**src/include/vga_color.svh**
```systemverilog
`ifndef VGA_COLOR_SVH
`define VGA_COLOR_SVH

// rescale an m-bit colour component to n bits, rounding to nearest
// full scale maps to full scale, e.g. 1023 at 10 bits gives 15 at 4 bits
`define VGA_COLOR_SCALE(val, m, n) \
  ((((val) * ((1 << (n)) - 1)) + ((1 << ((m) - 1)) - 1)) / ((1 << (m)) - 1))

`endif
```
**src/hdl/vga_pkg.sv**
```systemverilog
`include "vga_color.svh"

package vga_pkg;

  // data widths
  localparam int color_width = 4;
  localparam int pixel_width = 3 * color_width;
  localparam int h_width     = 8;
  localparam int v_width     = 8;

  // horizontal timing in pixels
  localparam logic [h_width-1:0] h_visible    = 8'd32;
  localparam logic [h_width-1:0] h_sync_start = 8'd36;
  localparam logic [h_width-1:0] h_sync_end   = 8'd40;
  localparam logic [h_width-1:0] h_line_end   = 8'd48;

  // vertical timing in lines
  localparam logic [v_width-1:0] v_visible    = 8'd8;
  localparam logic [v_width-1:0] v_sync_start = 8'd9;
  localparam logic [v_width-1:0] v_sync_end   = 8'd11;
  localparam logic [v_width-1:0] v_frame_end  = 8'd12;

  // bar geometry, eight equal columns across the visible width
  localparam int                 bar_count = 8;
  localparam int                 bar_bits  = $clog2(bar_count);
  localparam logic [h_width-1:0] bar_width = h_visible >> bar_bits;

  // 75 percent levels taken from the 10-bit smpte values
  localparam logic [color_width-1:0] c_off =
    color_width'(`VGA_COLOR_SCALE(64, 10, color_width));
  localparam logic [color_width-1:0] c_on =
    color_width'(`VGA_COLOR_SCALE(721, 10, color_width));

  // colour words, red in the top bits
  localparam logic [pixel_width-1:0] color_white   = {c_on, c_on, c_on};
  localparam logic [pixel_width-1:0] color_yellow  = {c_on, c_on, c_off};
  localparam logic [pixel_width-1:0] color_cyan    = {c_off, c_on, c_on};
  localparam logic [pixel_width-1:0] color_green   = {c_off, c_on, c_off};
  localparam logic [pixel_width-1:0] color_magenta = {c_on, c_off, c_on};
  localparam logic [pixel_width-1:0] color_red     = {c_on, c_off, c_off};
  localparam logic [pixel_width-1:0] color_blue    = {c_off, c_off, c_on};
  localparam logic [pixel_width-1:0] color_black   = {c_off, c_off, c_off};

  // index 0 is the leftmost bar
  localparam logic [bar_count-1:0][pixel_width-1:0] bar_colors = {
    color_black, color_blue, color_red, color_magenta,
    color_green, color_cyan, color_yellow, color_white
  };

  // pattern select, code 3 falls back to the forward bars
  typedef enum logic [1:0] {
    pat_bars    = 2'd0,
    pat_reverse = 2'd1,
    pat_white   = 2'd2
  } pattern_e;

  // pixel fifo, word is colour then x then y
  localparam int fifo_depth     = 8;
  localparam int fifo_width     = pixel_width + h_width + v_width;
  localparam int fifo_ptr_width = $clog2(fifo_depth);
  localparam int fifo_cnt_width = $clog2(fifo_depth + 1);

endpackage

```
**src/hdl/vga_pattern_top.sv**
```systemverilog
`timescale 1ns/1ns

module vga_pattern_top (
  input  logic                            clk,
  input  logic                            rst_n,
  input  vga_pkg::pattern_e               pattern,
  output logic [vga_pkg::color_width-1:0] vga_red,
  output logic [vga_pkg::color_width-1:0] vga_grn,
  output logic [vga_pkg::color_width-1:0] vga_blu,
  output logic                            vga_hsync,
  output logic                            vga_vsync,
  output logic                            vga_error
);
  import vga_pkg::*;

  // producer side of the fifo
  logic                   src_valid;
  logic                   src_ready;
  logic [color_width-1:0] src_red;
  logic [color_width-1:0] src_grn;
  logic [color_width-1:0] src_blu;
  logic [h_width-1:0]     src_x;
  logic [v_width-1:0]     src_y;
  logic [fifo_width-1:0]  src_word;

  // scan-out side of the fifo
  logic                   out_valid;
  logic                   out_ready;
  logic [color_width-1:0] out_red;
  logic [color_width-1:0] out_grn;
  logic [color_width-1:0] out_blu;
  logic [h_width-1:0]     out_x;
  logic [v_width-1:0]     out_y;
  logic [fifo_width-1:0]  out_word;

  assign src_word = {src_red, src_grn, src_blu, src_x, src_y};
  assign {out_red, out_grn, out_blu, out_x, out_y} = out_word;

  color_bar_source i_color_bar_source (
    .clk       (clk),
    .rst_n     (rst_n),
    .pattern   (pattern),
    .pix_valid (src_valid),
    .pix_ready (src_ready),
    .pix_red   (src_red),
    .pix_grn   (src_grn),
    .pix_blu   (src_blu),
    .pix_x     (src_x),
    .pix_y     (src_y)
  );

  pixel_fifo i_pixel_fifo (
    .clk       (clk),
    .rst_n     (rst_n),
    .in_valid  (src_valid),
    .in_ready  (src_ready),
    .in_data   (src_word),
    .out_valid (out_valid),
    .out_ready (out_ready),
    .out_data  (out_word)
  );

  vga_scanout i_vga_scanout (
    .clk       (clk),
    .rst_n     (rst_n),
    .pix_valid (out_valid),
    .pix_ready (out_ready),
    .pix_red   (out_red),
    .pix_grn   (out_grn),
    .pix_blu   (out_blu),
    .pix_x     (out_x),
    .pix_y     (out_y),
    .vga_red   (vga_red),
    .vga_grn   (vga_grn),
    .vga_blu   (vga_blu),
    .vga_hsync (vga_hsync),
    .vga_vsync (vga_vsync),
    .vga_error (vga_error)
  );

endmodule

```
**src/hdl/vga_scanout.sv**
```systemverilog
`timescale 1ns/1ns

module vga_scanout (
  input  logic                            clk,
  input  logic                            rst_n,
  input  logic                            pix_valid,
  output logic                            pix_ready,
  input  logic [vga_pkg::color_width-1:0] pix_red,
  input  logic [vga_pkg::color_width-1:0] pix_grn,
  input  logic [vga_pkg::color_width-1:0] pix_blu,
  input  logic [vga_pkg::h_width-1:0]     pix_x,
  input  logic [vga_pkg::v_width-1:0]     pix_y,
  output logic [vga_pkg::color_width-1:0] vga_red,
  output logic [vga_pkg::color_width-1:0] vga_grn,
  output logic [vga_pkg::color_width-1:0] vga_blu,
  output logic                            vga_hsync,
  output logic                            vga_vsync,
  output logic                            vga_error
);
  import vga_pkg::*;

  typedef enum logic {
    st_wait,
    st_run
  } state_e;

  state_e             state;

  logic [h_width-1:0] h_cnt;
  logic [v_width-1:0] v_cnt;

  logic               h_last;
  logic               v_last;
  logic               visible;
  logic               hsync_area;
  logic               vsync_area;
  logic               pix_bad;

  assign h_last  = (h_cnt == h_line_end - 1'b1);
  assign v_last  = (v_cnt == v_frame_end - 1'b1);
  assign visible = (state == st_run) && (h_cnt < h_visible) && (v_cnt < v_visible);

  assign hsync_area = (h_cnt >= h_sync_start) && (h_cnt < h_sync_end);
  assign vsync_area = (v_cnt >= v_sync_start) && (v_cnt < v_sync_end);

  // pop exactly one pixel per visible position
  assign pix_ready = visible;

  // missing pixel, or the stream has slipped against the beam
  assign pix_bad = !pix_valid || (pix_x != h_cnt) || (pix_y != v_cnt);

  always_ff @(posedge clk) begin
    if (!rst_n) begin
      state <= st_wait;
      h_cnt <= '0;
      v_cnt <= '0;
    end else begin
      case (state)
        st_wait: begin
          // hold at (0,0) until the first pixel shows up
          if (pix_valid) begin
            state <= st_run;
          end
        end
        st_run: begin
          if (h_last) begin
            h_cnt <= '0;
            if (v_last) begin
              v_cnt <= '0;
            end else begin
              v_cnt <= v_cnt + 1'b1;
            end
          end else begin
            h_cnt <= h_cnt + 1'b1;
          end
        end
        default: state <= st_wait;
      endcase
    end
  end

  // output stage, one cycle behind the counters
  always_ff @(posedge clk) begin
    if (!rst_n) begin
      vga_red   <= '0;
      vga_grn   <= '0;
      vga_blu   <= '0;
      vga_hsync <= 1'b1;
      vga_vsync <= 1'b1;
      vga_error <= 1'b0;
    end else begin
      vga_hsync <= !hsync_area;
      vga_vsync <= !vsync_area;

      if (visible) begin
        vga_red <= pix_red;
        vga_grn <= pix_grn;
        vga_blu <= pix_blu;
      end else begin
        vga_red <= '0;
        vga_grn <= '0;
        vga_blu <= '0;
      end

      // sticky until reset
      if (visible && pix_bad) begin
        vga_error <= 1'b1;
      end
    end
  end

  // registered sync lags the counter, so check across that cycle
  a_hsync_not_visible : assert property (
    @(posedge clk) disable iff (!rst_n)
    (h_cnt < h_visible) |-> vga_hsync
  );

endmodule

```
**src/hdl/pixel_fifo.sv**
```systemverilog
`timescale 1ns/1ns

module pixel_fifo (
  input  logic                           clk,
  input  logic                           rst_n,
  input  logic                           in_valid,
  output logic                           in_ready,
  input  logic [vga_pkg::fifo_width-1:0] in_data,
  output logic                           out_valid,
  input  logic                           out_ready,
  output logic [vga_pkg::fifo_width-1:0] out_data
);
  import vga_pkg::*;

  logic [fifo_width-1:0]     mem [fifo_depth];

  logic [fifo_ptr_width-1:0] wr_ptr;
  logic [fifo_ptr_width-1:0] rd_ptr;
  logic [fifo_ptr_width-1:0] rd_ptr_next;
  logic [fifo_cnt_width-1:0] count;
  logic [fifo_cnt_width-1:0] count_after_pop;
  logic [fifo_cnt_width-1:0] count_next;

  logic                      push;
  logic                      pop;

  assign pop      = out_valid && out_ready;
  // a full fifo still takes a word when the head leaves the same cycle
  assign in_ready = (count != fifo_cnt_width'(fifo_depth)) || pop;
  assign push     = in_valid && in_ready;

  assign rd_ptr_next     = pop ? rd_ptr + 1'b1 : rd_ptr;
  assign count_after_pop = pop ? count - 1'b1 : count;
  assign count_next      = push ? count_after_pop + 1'b1 : count_after_pop;

  always_ff @(posedge clk) begin
    if (!rst_n) begin
      wr_ptr    <= '0;
      rd_ptr    <= '0;
      count     <= '0;
      out_valid <= 1'b0;
    end else begin
      if (push) begin
        wr_ptr <= wr_ptr + 1'b1;
      end
      rd_ptr    <= rd_ptr_next;
      count     <= count_next;
      out_valid <= (count_next != '0);
    end
  end

  always_ff @(posedge clk) begin
    if (push) begin
      mem[wr_ptr] <= in_data;
    end
  end

  // the head register loads straight from the input when nothing else is queued
  always_ff @(posedge clk) begin
    if (count_after_pop == '0) begin
      out_data <= in_data;
    end else begin
      out_data <= mem[rd_ptr_next];
    end
  end

  a_count_bound : assert property (
    @(posedge clk) disable iff (!rst_n)
    count <= fifo_cnt_width'(fifo_depth)
  );

  // equal pointers mean empty unless the buffer is full
  a_no_pop_empty : assert property (
    @(posedge clk) disable iff (!rst_n)
    pop |-> (rd_ptr != wr_ptr) || (count == fifo_cnt_width'(fifo_depth))
  );

endmodule

```
**src/hdl/color_bar_source.sv**
```systemverilog
`timescale 1ns/1ns

module color_bar_source (
  input  logic                            clk,
  input  logic                            rst_n,
  input  vga_pkg::pattern_e               pattern,
  output logic                            pix_valid,
  input  logic                            pix_ready,
  output logic [vga_pkg::color_width-1:0] pix_red,
  output logic [vga_pkg::color_width-1:0] pix_grn,
  output logic [vga_pkg::color_width-1:0] pix_blu,
  output logic [vga_pkg::h_width-1:0]     pix_x,
  output logic [vga_pkg::v_width-1:0]     pix_y
);
  import vga_pkg::*;

  // scan position of the pixel on offer
  logic [h_width-1:0]     x;
  logic [v_width-1:0]     y;

  // current column and the x where the next one begins
  logic [bar_bits-1:0]    col;
  logic [h_width-1:0]     col_edge;

  pattern_e               frame_pat;
  logic [pixel_width-1:0] color;

  logic                   xfer;
  logic                   last_x;
  logic                   last_pixel;

  assign xfer       = pix_valid && pix_ready;
  assign last_x     = (x == h_visible - 1'b1);
  assign last_pixel = last_x && (y == v_visible - 1'b1);

  always_ff @(posedge clk) begin
    if (!rst_n) begin
      pix_valid <= 1'b0;
      x         <= '0;
      y         <= '0;
      col       <= '0;
      col_edge  <= bar_width;
      frame_pat <= pat_bars;
    end else begin
      // one idle cycle after reset, then always offering a pixel
      pix_valid <= 1'b1;

      // pick up the selection just before pixel (0,0) goes out
      if (!pix_valid || (xfer && last_pixel)) begin
        frame_pat <= pattern;
      end

      if (xfer) begin
        if (last_x) begin
          x        <= '0;
          col      <= '0;
          col_edge <= bar_width;
          if (y == v_visible - 1'b1) begin
            y <= '0;
          end else begin
            y <= y + 1'b1;
          end
        end else begin
          x <= x + 1'b1;
          if (x == col_edge - 1'b1) begin
            col      <= col + 1'b1;
            col_edge <= col_edge + bar_width;
          end
        end
      end
    end
  end

  always_comb begin
    case (frame_pat)
      pat_white:   color = color_white;
      // bar_count is a power of two so inverting the index mirrors it
      pat_reverse: color = bar_colors[~col];
      default:     color = bar_colors[col];
    endcase
  end

  assign {pix_red, pix_grn, pix_blu} = color;
  assign pix_x                       = x;
  assign pix_y                       = y;

  // a stalled pixel must not move until the consumer takes it
  a_hold_stable : assert property (
    @(posedge clk) disable iff (!rst_n)
    pix_valid && !pix_ready |=>
      pix_valid && $stable({pix_red, pix_grn, pix_blu, pix_x, pix_y})
  );

endmodule

```
**config.mk**
```make
export PLATFORM = sky130hd
export DESIGN_NAME = vga_pattern_top
export DESIGN_NICKNAME = d
export VERILOG_FILES = /design/src/hdl/vga_pkg.sv /design/src/hdl/vga_pattern_top.sv /design/src/hdl/vga_scanout.sv /design/src/hdl/pixel_fifo.sv /design/src/hdl/color_bar_source.sv
export VERILOG_INCLUDE_DIRS = /design/src /design/src/include
export SDC_FILE = /design/constraint.sdc
export NUM_CORES = 1
export LEC_CHECK = 0
export ABC_AREA = 1
export BUFFER_PORTS_ARGS = -buffer_cell sky130_fd_sc_hd__buf_2
export CORE_MARGIN = 2
export CORE_UTILIZATION = 60
export CTS_BUF_LIST = sky130_fd_sc_hd__clkbuf_16
export DETAILED_ROUTE_END_ITERATION = 7
export PLACE_DENSITY_LB_ADDON = 0.25
export SETUP_SLACK_MARGIN = 0.5
export SYNTH_ARGS = -nofsm -noshare
export SYNTH_HDL_FRONTEND = slang
export SYNTH_SLANG_ARGS = --single-unit
```
**constraint.sdc**
```tcl
create_clock -name clk -period 6.6 [get_ports clk]
set_input_delay 1.32 -clock clk [delete_from_list [all_inputs] [get_ports clk]]
set_output_delay 1.32 -clock clk [all_outputs]
set_load 0.03 [all_outputs]
```
# [Word-level counts from Yosys, hierarchy flattened]
# Memory sizes are Yosys's and may differ from the RTL's. A register that Yosys moved wholly into a read port is not among the register bits.
# Cells that the tools add are included.
[classes] addsub=11 order_cmp=8 n_eq_ne=10 muxes=22 bitwise=1 n_reduce_logical=24
[ops] operator="$mux W8" count=6
[ops] operator="$add A8 B1 Y8 const B" count=4
[ops] operator="$mux W28" count=1
[ops] operator="$mux W12" count=2
[ops] operator="$pmux W12 S2" count=1
[ops] operator="$lt A8 B4 Y1 const B" count=2
[ops] operator="$lt A8 B6 Y1 const B" count=2
[ops] operator="$ne A8 B8 Y1" count=2
[ops] operator="$mux W3" count=5
[ops] operator="$add A3 B1 Y3 const B" count=3
[ops] operator="$logic_and A1 B1 Y1" count=9
[ops] operator="$add A8 B3 Y8 const B" count=1
[ops] operator="$eq A8 B3 Y1 const B" count=1
[ops] operator="$eq A8 B4 Y1 const B" count=1
[ops] operator="$eq A8 B5 Y1 const B" count=1
[ops] operator="$eq A8 B6 Y1 const B" count=1
[ops] operator="$eq A8 B8 Y1" count=1
[ops] operator="$ge A8 B4 Y1 const B" count=1
[ops] operator="$ge A8 B6 Y1 const B" count=1
[ops] operator="$lt A3 B4 Y1 const B" count=2
[ops] operator="$mux W4" count=2
[ops] operator="$reduce_and A2 Y1" count=4
[ops] operator="$sub A8 B1 Y8 const B" count=1
[ops] operator="$mux W1" count=5
[ops] operator="other kinds (11)" count=17
[totals] regBits=101 ram_bits=224 mem_bits_ro=192 in_bits=4 out_inout_bits=15 word_cells=99 n_memories=3
[memory_table] name="i_pixel_fifo.mem" words=8 width=28 read_ports=1 rd_ports_with_merged_regs=0 wr=1 line="pixel_fifo.sv:15" source="logic [fifo_width-1:0] mem [fifo_depth];"
[memory_table] name="(no name shown)" words=8 width=12 read_ports=1 rd_ports_with_merged_regs=0 wr=0 line="color_bar_source.sv:78" source="pat_reverse: color = bar_colors[~col];"
[memory_table] name="(no name shown)" words=8 width=12 read_ports=1 rd_ports_with_merged_regs=1 wr=0 line="color_bar_source.sv:79" source="default: color = bar_colors[col];"

# [Longest topological paths before layout]
# Gate-level depths: netlist of run 1.
[depth] ltp_word=9 ltp_mapped=14 ltp_nobuf=12

# [Hierarchy]
# A second synthesis of run 1 with hierarchy kept.
[hier_totals] cells_unflattened=1553 hier_area_um2=14749.1
[modules_own_cells] mod="pixel_fifo" n_inst=1 cells_per_inst=1036 area_per_inst_um2=11162.0 seq_area_each_um2=7507.2
[modules_own_cells] mod="color_bar_source" n_inst=1 cells_per_inst=267 area_per_inst_um2=1875.5 seq_area_each_um2=620.6
[modules_own_cells] mod="vga_scanout" n_inst=1 cells_per_inst=250 area_per_inst_um2=1711.6 seq_area_each_um2=640.6

# [Worst setup path after synthesis of run 1]
# OpenSTA, ideal clock, no wires.
[synth_path] path_kind="flip-flop to flip-flop" startpoint="reg i_vga_scanout.h_cnt[6]" endpoint="mem i_pixel_fifo.mem[0][0] (netlist bit) (enable)" setup_ns=0.395 arrival_ns=2.275 required_time_ns=6.205 slack_ns=3.931 stages_incl_launch_ff=10 n_path_buf=2 period_less_slack_ns=2.669 cell_sequence="dfxtp_1 -> inv_1 -> nand2_1 -> nor2_4 -> nand3_4 -> buf_6 -> a21oi_4 -> buf_4 -> nand2_1 -> nor2_1"
[synth_between] elab_chain_cells=8
[synth_lines] element="from (decl)" line="vga_scanout.sv:29" source="logic [h_width-1:0] h_cnt;"
[synth_lines] element="from (signal assigned)" line="vga_scanout.sv:74" source="h_cnt <= h_cnt + 1'b1;"
[synth_lines] element="$lt A8 B6 Y1" line="vga_scanout.sv:41" source="assign visible = (state == st_run) && (h_cnt < h_visible) && (v_cnt < v_visible);"
[synth_lines] element="$logic_and A1 B1 Y1 (2 in series)" line="vga_scanout.sv:41"
[synth_lines] element="$logic_and A1 B1 Y1" line="pixel_fifo.sv:27" source="assign pop = out_valid && out_ready;"
[synth_lines] element="$logic_or A1 B1 Y1" line="pixel_fifo.sv:29" source="assign in_ready = (count != fifo_cnt_width'(fifo_depth)) || pop;"
[synth_lines] element="$logic_and A1 B1 Y1" line="pixel_fifo.sv:30" source="assign push = in_valid && in_ready;"
[synth_lines] element="$mux W1" line="pixel_fifo.sv:53" source="if (push) begin"
[synth_lines] element="$mux W1 (implied by the code)" line="pixel_fifo.sv:54" source="mem[wr_ptr] <= in_data;"
[synth_lines] element="to (decl)" line="pixel_fifo.sv:15"
# No other way between the ends.

# [Final worst setup path of run 1]
[layout_path] startpoint="reg i_vga_scanout.v_cnt[6]" endpoint="reg i_pixel_fifo.out_data[13] (netlist bit)"
[layout_between] elab_chain_cells=6 elab_cells_between_ends=8 classes_between="order compare: 1; mux: 3; reduce/logical: 3; memory: 1"
[layout_lines] element="from (decl)" line="vga_scanout.sv:30" source="logic [v_width-1:0] v_cnt;"
[layout_lines] element="from (signal assigned)" line="vga_scanout.sv:71" source="v_cnt <= v_cnt + 1'b1;"
[layout_lines] element="$lt A8 B4 Y1 (*)" line="vga_scanout.sv:41"
[layout_lines] element="$logic_and A1 B1 Y1 (*)" line="vga_scanout.sv:41"
[layout_lines] element="$logic_and A1 B1 Y1 (*)" line="pixel_fifo.sv:27"
[layout_lines] element="$mux W3 or $mux W4 (tied branches)" line="pixel_fifo.sv:32, pixel_fifo.sv:33"
[layout_lines] element="$mem_v2 Z8 W28 or $logic_not A4 Y1 (tied branches)"
[layout_lines] element="$mux W28 (*)" line="pixel_fifo.sv:60" source="if (count_after_pop == '0) begin"
[layout_lines] element="to (signal assigned)" line="pixel_fifo.sv:61" source="out_data <= in_data;"
[layout_lines] element="to (signal assigned)" line="pixel_fifo.sv:63" source="out_data <= mem[rd_ptr_next];"
[layout_lines] element="to (decl)" line="pixel_fifo.sv:11" source="output logic [vga_pkg::fifo_width-1:0] out_data"
# Mark *: on every way between the ends. The rest lies on a longest branch, timed or not.
# A chain may end at the register's enable or synchronous reset.

==> summary.txt, run 1 <==
Critical path
  – R2r worst-path depth: 11
  – Worst r2r dst: i_pixel_fifo.out_data[13]$_DFF_P_
  – Crit path kind: flip-flop to flip-flop
  – CP Max Fanout: 45
  – CP top delay family: simple AND/OR/NAND/NOR gates
  – CP most frequent cell: nand2_1
  – R2r setup slk: 2710 ps
  – CP arrival: 4300 ps
  – CP endpoint kind: flip-flop
  – Crit path buf inv count: 2
  – Cells along the critical path: inv_2 > nand2_1 > nor2_4 > nand4_1 > nand2_2 > buf_4 > nand2_1 > nand3_1 > nand3_1 > nand3_2 > nand2_1
  – Slowest-stage cell, CP: nand2_2
  – CP max stage delay: around 1100 ps
  – Worst EP required: 7010 ps
  – Startpoint Class: flip-flop
  – Reg2reg start: i_vga_scanout.v_cnt[6]$_SDFFE_PN0P_

Clock tree
  – CTS tree: yes
  – Clk_lat worst skew: 520 ps
  – CTS max path bufs: 3
  – Post-CTS Setup Repair Bufs: 0
  – Clk pin slew, worst setup/hold paths: 60 ps
  – CTS Sinks: 237
  – Num CTS Buffers: 25
  – PostCTS Resize Cnt: 0
  – CTS Root Cell: clkbuf_16
  – CTS Hold Bufs: 0
  – H-tree levels: 1

Logic synthesis
  – Mapped Area: 10900 sq um
  – Seq/Total Area, Yosys: 0.575
  – Register bit total from synthesis: 237
  – Synth top area share: 0.419
  – Syn. warnings: 0
  – Number of synthesized flops with an enable pin: 152
  – Synth area leader: edfxtp_1
  – Top_reg_cell synth: edfxtp_1
  – Mapped Cells: 1194
  – Syn Area/Cell: 9.13 sq um
  – Netlist cell types: roughly 40
  – Synth async-reset ratio: 0
  – Area contributors post-synth: edfxtp_1 (42%), dfxtp_1 (16%), nand2_1 (9.2%), nand3_1 (7.8%), inv_1 (7.3%)

Die
  – Ports: 19
  – Die Ht: 139 um
  – Rows: 49
  – Core box area: 17900 sq um
  – Die area: just under 20000 sq um
  – Die W: 139 um
  – Initial core utilization: 0.609

STA
  – Final setup violating endpoints: 0
  – Setup Total Neg Slack: 0 ps
  – Clock skew: 12.5 ps
  – Slew HR: 0.188
  – Final-report hold violation count: 0
  – Unrepaired setup endpoints after global routing: false
  – Final worst path period share: 0.590
  – Max-slew violation count: 0
  – F_max: 257 MHz
  – Worst slew pin tran: 1210 ps
  – Crit path time final: 3890 ps

Finish
  – # fillers: 1401
  – # diodes: 0
  – Post-Route Utilization: 0.663
  – Area growth from synthesis to layout: 8.99%
  – Share of cells above drive strength 1: 0.0832
  – Final #Nets: ~1200

Detailed routing
  – Final wirelength: between 20000 and 25000 um
  – TritonRoute pass-1 iters: 5
  – Via count: 7765
  – Vias per Instance: 5.38
  – ANT nets after route: 0
  – Initial DRC Count: 530
  – Routed wire length per instance: between 15 and 20 um
  – DRC viols: 0

Pwr
  – Combinational power share: 0.254
  – PD cells: 363 nW/um^2
  – Flop pwr share: 0.419
  – Sw Pwr: 0.00143 W
  – Maximum VDD drop: 0.246 mV
  – Switching part of the total power: 0.331
  – Leakage: about 5.1 nW
  – P_int: 0.00288 W
  – Clock power share: 0.327

Status
  – Status: complete, no violations

Global route
  – Initial antenna violation count: 0
  – Vias in the first global route: about 7500
  – Grt ovf: 0
  – First-pass GRT wire length: approximately 38000 um
  – Total GRT Usage: 0.249
  – Largest net degree at the start of global routing: 58

Flow run
  – MaxCap Viol Count: 0

Placed design
  – Count of input and output buffers: 15
  – Detailed Place HPWL: about 15000 um
  – GPL Wtd Cong: 0.849

Min path
  – Worst min-delay path startpoint: i_pixel_fifo.out_data[19]$_DFF_P_
  – Worst hold path depth: 2
  – Hold Crit Endpoint: i_vga_scanout.vga_blu[1]$_SDFF_PN0_
  – HP Class: flip-flop to flip-flop
cells in the final DEF, fill, tap and decap left out, types with 2 or more instances in the layout:
master,count
bufinv_16,4
o21ai_0,16
nand3_1,170
dfxtp_1,85
edfxtp_1,152
nor3_1,18
and3_1,2
nor2_1,55
inv_2,5
nand2_1,265
buf_2,15
xnor2_1,21
clkinv_1,3
nor2_4,3
a21oi_1,28
nand4_1,18
nand3b_1,2
nor4_1,3
o21a_1,3
buf_4,10
conb_1,3
o21ai_1,2
or2_0,2
nand2_2,6
inv_1,222
nand3_2,12
clkbuf_16,25
nor3b_1,6
ha_1,16
xor2_1,15
nor2_2,10
registers in the layout, indices dropped and copies added (netlist names), 2 cells and up, named ones only:
name and count:
i_color_bar_source.col 3, i_color_bar_source.col_edge 6, i_color_bar_source.frame_pat 2, i_color_bar_source.pix_x 8
i_color_bar_source.pix_y 8, i_pixel_fifo.count 4, i_pixel_fifo.mem 152, i_pixel_fifo.out_data 19
i_pixel_fifo.rd_ptr 3, i_pixel_fifo.wr_ptr 3, i_vga_scanout.h_cnt 8, i_vga_scanout.v_cnt 8
i_vga_scanout.vga_blu 2
power by group through the flow:
stage / registers, W / clock network (W) / logic [W]
after global placement: 0.00183 / 0 / 0.00106
after CTS: 0.00180 / 0.00142 / 0.00109
after detailed placement: 0.00184 / 0 / 0.00109
after floorplan: 0.00179 / 0 / 0.000900
after global routing: 0.00181 / 0.00148 / 0.00123
final: 0.00180 / 0.00141 / 0.00109
cell type report:
type | count | area [sq um] | share of cell area
Clock buffer | 25 | 626 | 0.0527
Clock inverter | 20 | 199 | 0.0168
Inverter | 218 | 818 | 0.0689
Multi-Input combinational cell | 689 | 3530 | 0.297
Sequential cell | 237 | 6270 | 0.528
Tap cell | 229 | 287 | 0.0241
Timing Repair Buffer | 25 | 150 | 0.0126
worst max path at each step:
stage,end,slack (ps),from,cells after the start
floorplan,i_pixel_fifo.mem[0][0]$_DFFE_PP_,3930,i_vga_scanout.h_cnt[6]$_SDFFE_PN0P_,9
global placement,i_pixel_fifo.out_data[9]$_DFF_P_,2850,i_vga_scanout.v_cnt[4]$_SDFFE_PN0P_,11
detailed placement,i_pixel_fifo.out_data[9]$_DFF_P_,2790,i_vga_scanout.v_cnt[6]$_SDFFE_PN0P_,11
CTS,i_pixel_fifo.out_data[13]$_DFF_P_,2800,i_vga_scanout.v_cnt[6]$_SDFFE_PN0P_,11
global route,i_pixel_fifo.out_data[9]$_DFF_P_,2490,i_vga_scanout.v_cnt[6]$_SDFFE_PN0P_,11
finish,i_pixel_fifo.out_data[13]$_DFF_P_,2710,i_vga_scanout.v_cnt[6]$_SDFFE_PN0P_,11
logic make-up after synthesis:
group / count (synthesis) / share of synthesized area
adders and majority gates: 16 / 0.0184
other: 1 / 0.000344
buffers and inverters: 270 / 0.105
and+or+nand+nor: 578 / 0.243
DFF: 237 / 0.575
xor gates and xnor gates: 37 / 0.0297
AOI/OAI and AO/OA: 55 / 0.0278
layer usage:
layer  wire length (um)  GRT usage  part of all wire
met5                  0          0                 0
met4                656     0.0781             0.028
met3               1690     0.0494             0.071
met2              11400      0.425              0.48
met1              10000      0.323              0.42
metrics by stage:
stage                     hold slack, ps  cells  cell area, sq um  power [W]  setup slack, ps
after floorplan                      394   1196             10900    0.00269             3930
after global placement               402   1398             11100    0.00290             2850
after detailed placement             406   1398             11100    0.00292             2790
after CTS                            415   1443             11900    0.00432             2800
after global routing                 431   1443             11900    0.00453             2490
final                                416   1443             11900    0.00431             2710
worst reg2reg max path: stages (launching register included):
cell and delay [ps]:
dfxtp_1 340, inv_2 70, nand2_1 80, nor2_4 250, nand4_1 900, nand2_2 1130
buf_4 480, nand2_1 140, nand3_1 130, nand3_1 110, nand3_2 80, nand2_1 70
synthesized netlist by cell type (2+ instances only):
cell	n
nand2_1	268
inv_1	213
nand3_1	170
edfxtp_1	152
dfxtp_1	85
nor2_1	63
a21oi_1	28
xnor2_1	21
buf_2	19
nand4_1	18
nor3_1	18
ha_1	16
o21ai_0	16
xor2_1	16
clkbuf_1	13
nand3_2	12
buf_4	11
buf_6	9
nor3b_1	6
inv_2	5
nand2_2	3
nor2_4	3
nor4_1	3
o21a_1	3
o21ai_1	3
and3_1	2
nand3b_1	2
nor2_2	2
or2_0	2
Power figures use the tool's default switching activity.
==> run 2: changes to the inputs <==
- ABC_AREA: 1 -> 0
- CORE_UTILIZATION: 60 -> 57
- clock period: 6.6 -> 3.2 ns (I/O delays scaled with it)
==> summary.txt, run 2 <==
Clock tree
  – Clk pin slew, worst setup/hold paths: 60 ps (about the same)
  – CTS Root Cell: clkbuf_16
  – Clk_lat worst skew: 520 ps (about the same)
  – CTS max path bufs: 3 (unchanged)
  – H-tree levels: 1 (unchanged)
  – Num CTS Buffers: 24 (-4.0%)
  – CTS Hold Bufs: 0 (unchanged)
  – CTS Sinks: 237 (unchanged)
  – CTS tree: yes

Detailed routing
  – Via count: 7043 (-9.3%)
  – TritonRoute pass-1 iters: 7 (+2)
  – Routed wire length per instance: 21.4 um (+30%)
  – DRC viols: 0 (unchanged)
  – ANT nets after route: 0 (unchanged)
  – Vias per Instance: 6.14 (+14%)
  – Initial DRC Count: 724 (+37%)
  – Final wirelength: 24600 um (+3.4%)

Die
  – Rows: 50 (+2.0%)
  – Die area: 20400 sq um (+6.0%)
  – Die Ht: 143 um (+2.9%)
  – Initial core utilization: 0.583 (-0.0252)
  – Die W: 143 um (+2.9%)
  – Core box area: 18800 sq um (+5.2%)
  – Ports: 19 (unchanged)

Logic synthesis
  – Largest family of logic cells by synthesized area: multiplexers
  – Most frequent cells after synthesis: edfxtp_1 (152), nand2_1 (135), dfxtp_1 (85), mux4_2 (76), a21oi_1 (71)
  – Syn. warnings: 0 (unchanged)
  – Simple-Gate Fraction of Synth Area: 0.118 (-0.125)
  – Number of synthesized flops with an enable pin: 152 (unchanged)
  – Synth area leader: edfxtp_1
  – Seq/Total Area, Yosys: 0.570 (-0.00478)
  – Area contributors post-synth: edfxtp_1 (42%), mux4_2 (16%), dfxtp_1 (15%), nand2_1 (4.6%), a21oi_1 (3.2%)
  – Post-Synth XOR/XNOR Area: 0.0462 (+0.0165)
  – Register bit total from synthesis: 237 (unchanged)
  – Mapped Cells: 858 (-28%)
  – Top_reg_cell synth: edfxtp_1
  – Compound-cell area share of the yosys netlist: 0.0549 (+0.0271)
  – Syn Area/Cell: 12.8 sq um (+40%)
  – Mapped Area: 11000 sq um (+0.84%)
  – Netlist cell types: 49 (+20%)
  – Adder-cell share of the synthesized area: 0.0182 (-0.000153)
  – Synth top area share: 0.415 (-0.00348)
  – Mux cell area share after synthesis: 0.162 (+0.162)
  – Synth async-reset ratio: 0 (unchanged)
  – Most frequent cell after synthesis: edfxtp_1

Finish
  – Final #Nets: 890 (-27%)
  – Most common cell after layout, fill and taps aside: edfxtp_1
  – Post-route cell area: 12400 sq um (+4.0%)
  – Top reg by flops: i_pixel_fifo.mem
  – # fillers: 1338 (-4.5%)
  – Area growth from synthesis to layout: 12.4%
  – Biggest regs: i_pixel_fifo.mem (152), i_pixel_fifo.out_data (19)
  – # diodes: 0 (unchanged)
  – Most frequent cells in the layout: edfxtp_1 (152), nand2_1 (134), dfxtp_1 (81)
  – Share of cells above drive strength 1: 0.205 (+0.122)
  – Max reg flops: 152 (unchanged)

Min path
  – HP Class: input pin to flip-flop

STA
  – Setup Total Neg Slack: 0 ps (unchanged)
  – Final-report hold violation count: 0 (unchanged)
  – Final setup violating endpoints: 0 (unchanged)
  – Slew HR: 0.513 (+0.325)
  – Clock skew: 16.1 ps (+3.61 ps)
  – Unrepaired setup endpoints after global routing: false
  – F_max: 381 MHz (+48%)
  – Final worst path period share: 0.819 (+0.230)
  – Worst slew pin tran: 724 ps (-481 ps)
  – Max-slew violation count: 0 (unchanged)
  – Crit path time final: 2620 ps (-1270 ps)

Critical path
  – CP startpoint: i_vga_scanout.h_cnt[5]$_SDFFE_PN0P_
  – Startpoint Class: flip-flop
  – Crit. path cell count: 7 (-4)
  – CP Max Fanout: 19 (-58%)
  – CP max stage delay: 610 ps (-510 ps)
  – Crit path buf inv count: 2 (unchanged)
  – Worst r2r dst: i_pixel_fifo.mem[5][13]$_DFFE_PP_
  – R2r worst-path depth: 7 (-4)
  – CP top delay family: simple AND/OR/NAND/NOR gates
  – Crit path kind: flip-flop to flip-flop
  – Worst Setup EP: i_pixel_fifo.mem[5][13]$_DFFE_PP_
  – Slowest-stage cell, CP: or4b_4
  – CP endpoint kind: flip-flop
  – Cells along the critical path: or4b_4 > nor4_4 > or2_4 > buf_12 > nand2_4 > nor3b_4 > buf_6
  – Reg2reg start: i_vga_scanout.h_cnt[5]$_SDFFE_PN0P_
  – CP arrival: 2820 ps (-1480 ps)
  – Worst EP required: 3400 ps (-3610 ps)
  – R2r setup slk: 580 ps (-2130 ps)

Global route
  – Largest net degree at the start of global routing: 78 (+34%)
  – First-pass GRT wire length: 39100 um (+2.5%)
  – Vias in the first global route: 7037 (-5.9%)
  – Grt ovf: 0 (unchanged)
  – Total GRT Usage: 0.252 (+0.00321)
  – Initial antenna violation count: 0 (unchanged)

Flow run
  – MaxCap Viol Count: 0 (unchanged)

Placed design
  – Area after DPL: 11400 sq um (+3.6%)
  – GPL Wtd Cong: 0.869 (+2.3%)
  – Detailed Place HPWL: 15500 um (+5.4%)
  – Count of input and output buffers: 15 (unchanged)

Pwr
  – Maximum VDD drop: 0.422 mV (+71%)
  – PD cells: 648 nW/um^2 (+79%)
  – Leakage: 4.18 nW (-18%)

Status
  – Status: complete, no violations
==> run 2: kinds of logic after synthesis <==
| group | count (synthesis) |
|---|---|
| AOI/OAI and AO/OA | 107 |
| xor gates and xnor gates | 58 |
| adders and majority gates | 16 |
| buffers and inverters | 76 |
| DFF | 237 |
| muxes | 82 |
| other | 1 |
| and+or+nand+nor | 281 |
==> run 2: report_power, final <==
part / switching, W / leakage [nW] / internal, W
clock: 0.00115 / 0.412 / 0.00170
sequential: 0.000235 / 2.08 / 0.00352
combinational: 0.000766 / 1.68 / 0.000629
==> run 2: how the worst min path moves through the flow <==
stage,endpoint,cells past startpoint,startpoint
finish,i_color_bar_source.frame_pat[1]$_SDFFE_PN0P_,3,pattern[1]
CTS,i_color_bar_source.frame_pat[1]$_SDFFE_PN0P_,3,pattern[1]
global placement,i_vga_scanout.vga_error$_SDFFE_PN0P_,2,i_vga_scanout.vga_error$_SDFFE_PN0P_
detailed placement,i_vga_scanout.vga_grn[1]$_SDFF_PN0_,1,i_pixel_fifo.out_data[23]$_DFF_P_
global route,i_color_bar_source.frame_pat[0]$_SDFFE_PN0P_,3,pattern[0]
floorplan,i_vga_scanout.vga_blu[1]$_SDFF_PN0_,1,i_pixel_fifo.out_data[19]$_DFF_P_
==> run 2: worst min-delay path: stages <==
cell	delay, ps
buf_2	70
mux2i_1	60
nor2_1	80
==> run 2: stage by stage <==
step                      instances  total power (W)  setup slack, ps   util  hold slack, ps
after floorplan                 860          0.00479              448      -             406
final                          1148          0.00800              578  0.656             375
after detailed placement       1098          0.00518              378  0.608             479
after global routing           1148          0.00832              489  0.656             408
after global placement         1098          0.00512              483  0.608             464
after CTS                      1146          0.00803              511  0.653             355
==> run 2: cell type report <==
class | count | area, sq um | share of cell area
Sequential cell | 237 | 6270 | 0.508
Tap cell | 260 | 325 | 0.0263
Timing Repair Buffer | 44 | 362 | 0.0293
Clock inverter | 18 | 163 | 0.0132
Clock buffer | 26 | 651 | 0.0527
Inverter | 16 | 60.1 | 0.00486
Multi-Input combinational cell | 547 | 4520 | 0.366
==> run 2: repair_timing <==
action / CTS / global route
pin swaps: 2 / 1
buffers inserted: 4 / 2
gates resized for setup: 0 / 10
endpoints found under the hold margin: 0 / 0
endpoints found under the setup margin: 44 / 135
==> run 2: routing by layer <==
layer | GRT usage | part of all wire
met3 | 0.0359 | 0.063
met5 | 0 | 0
met4 | 0.0667 | 0.023
met2 | 0.435 | 0.51
met1 | 0.338 | 0.40
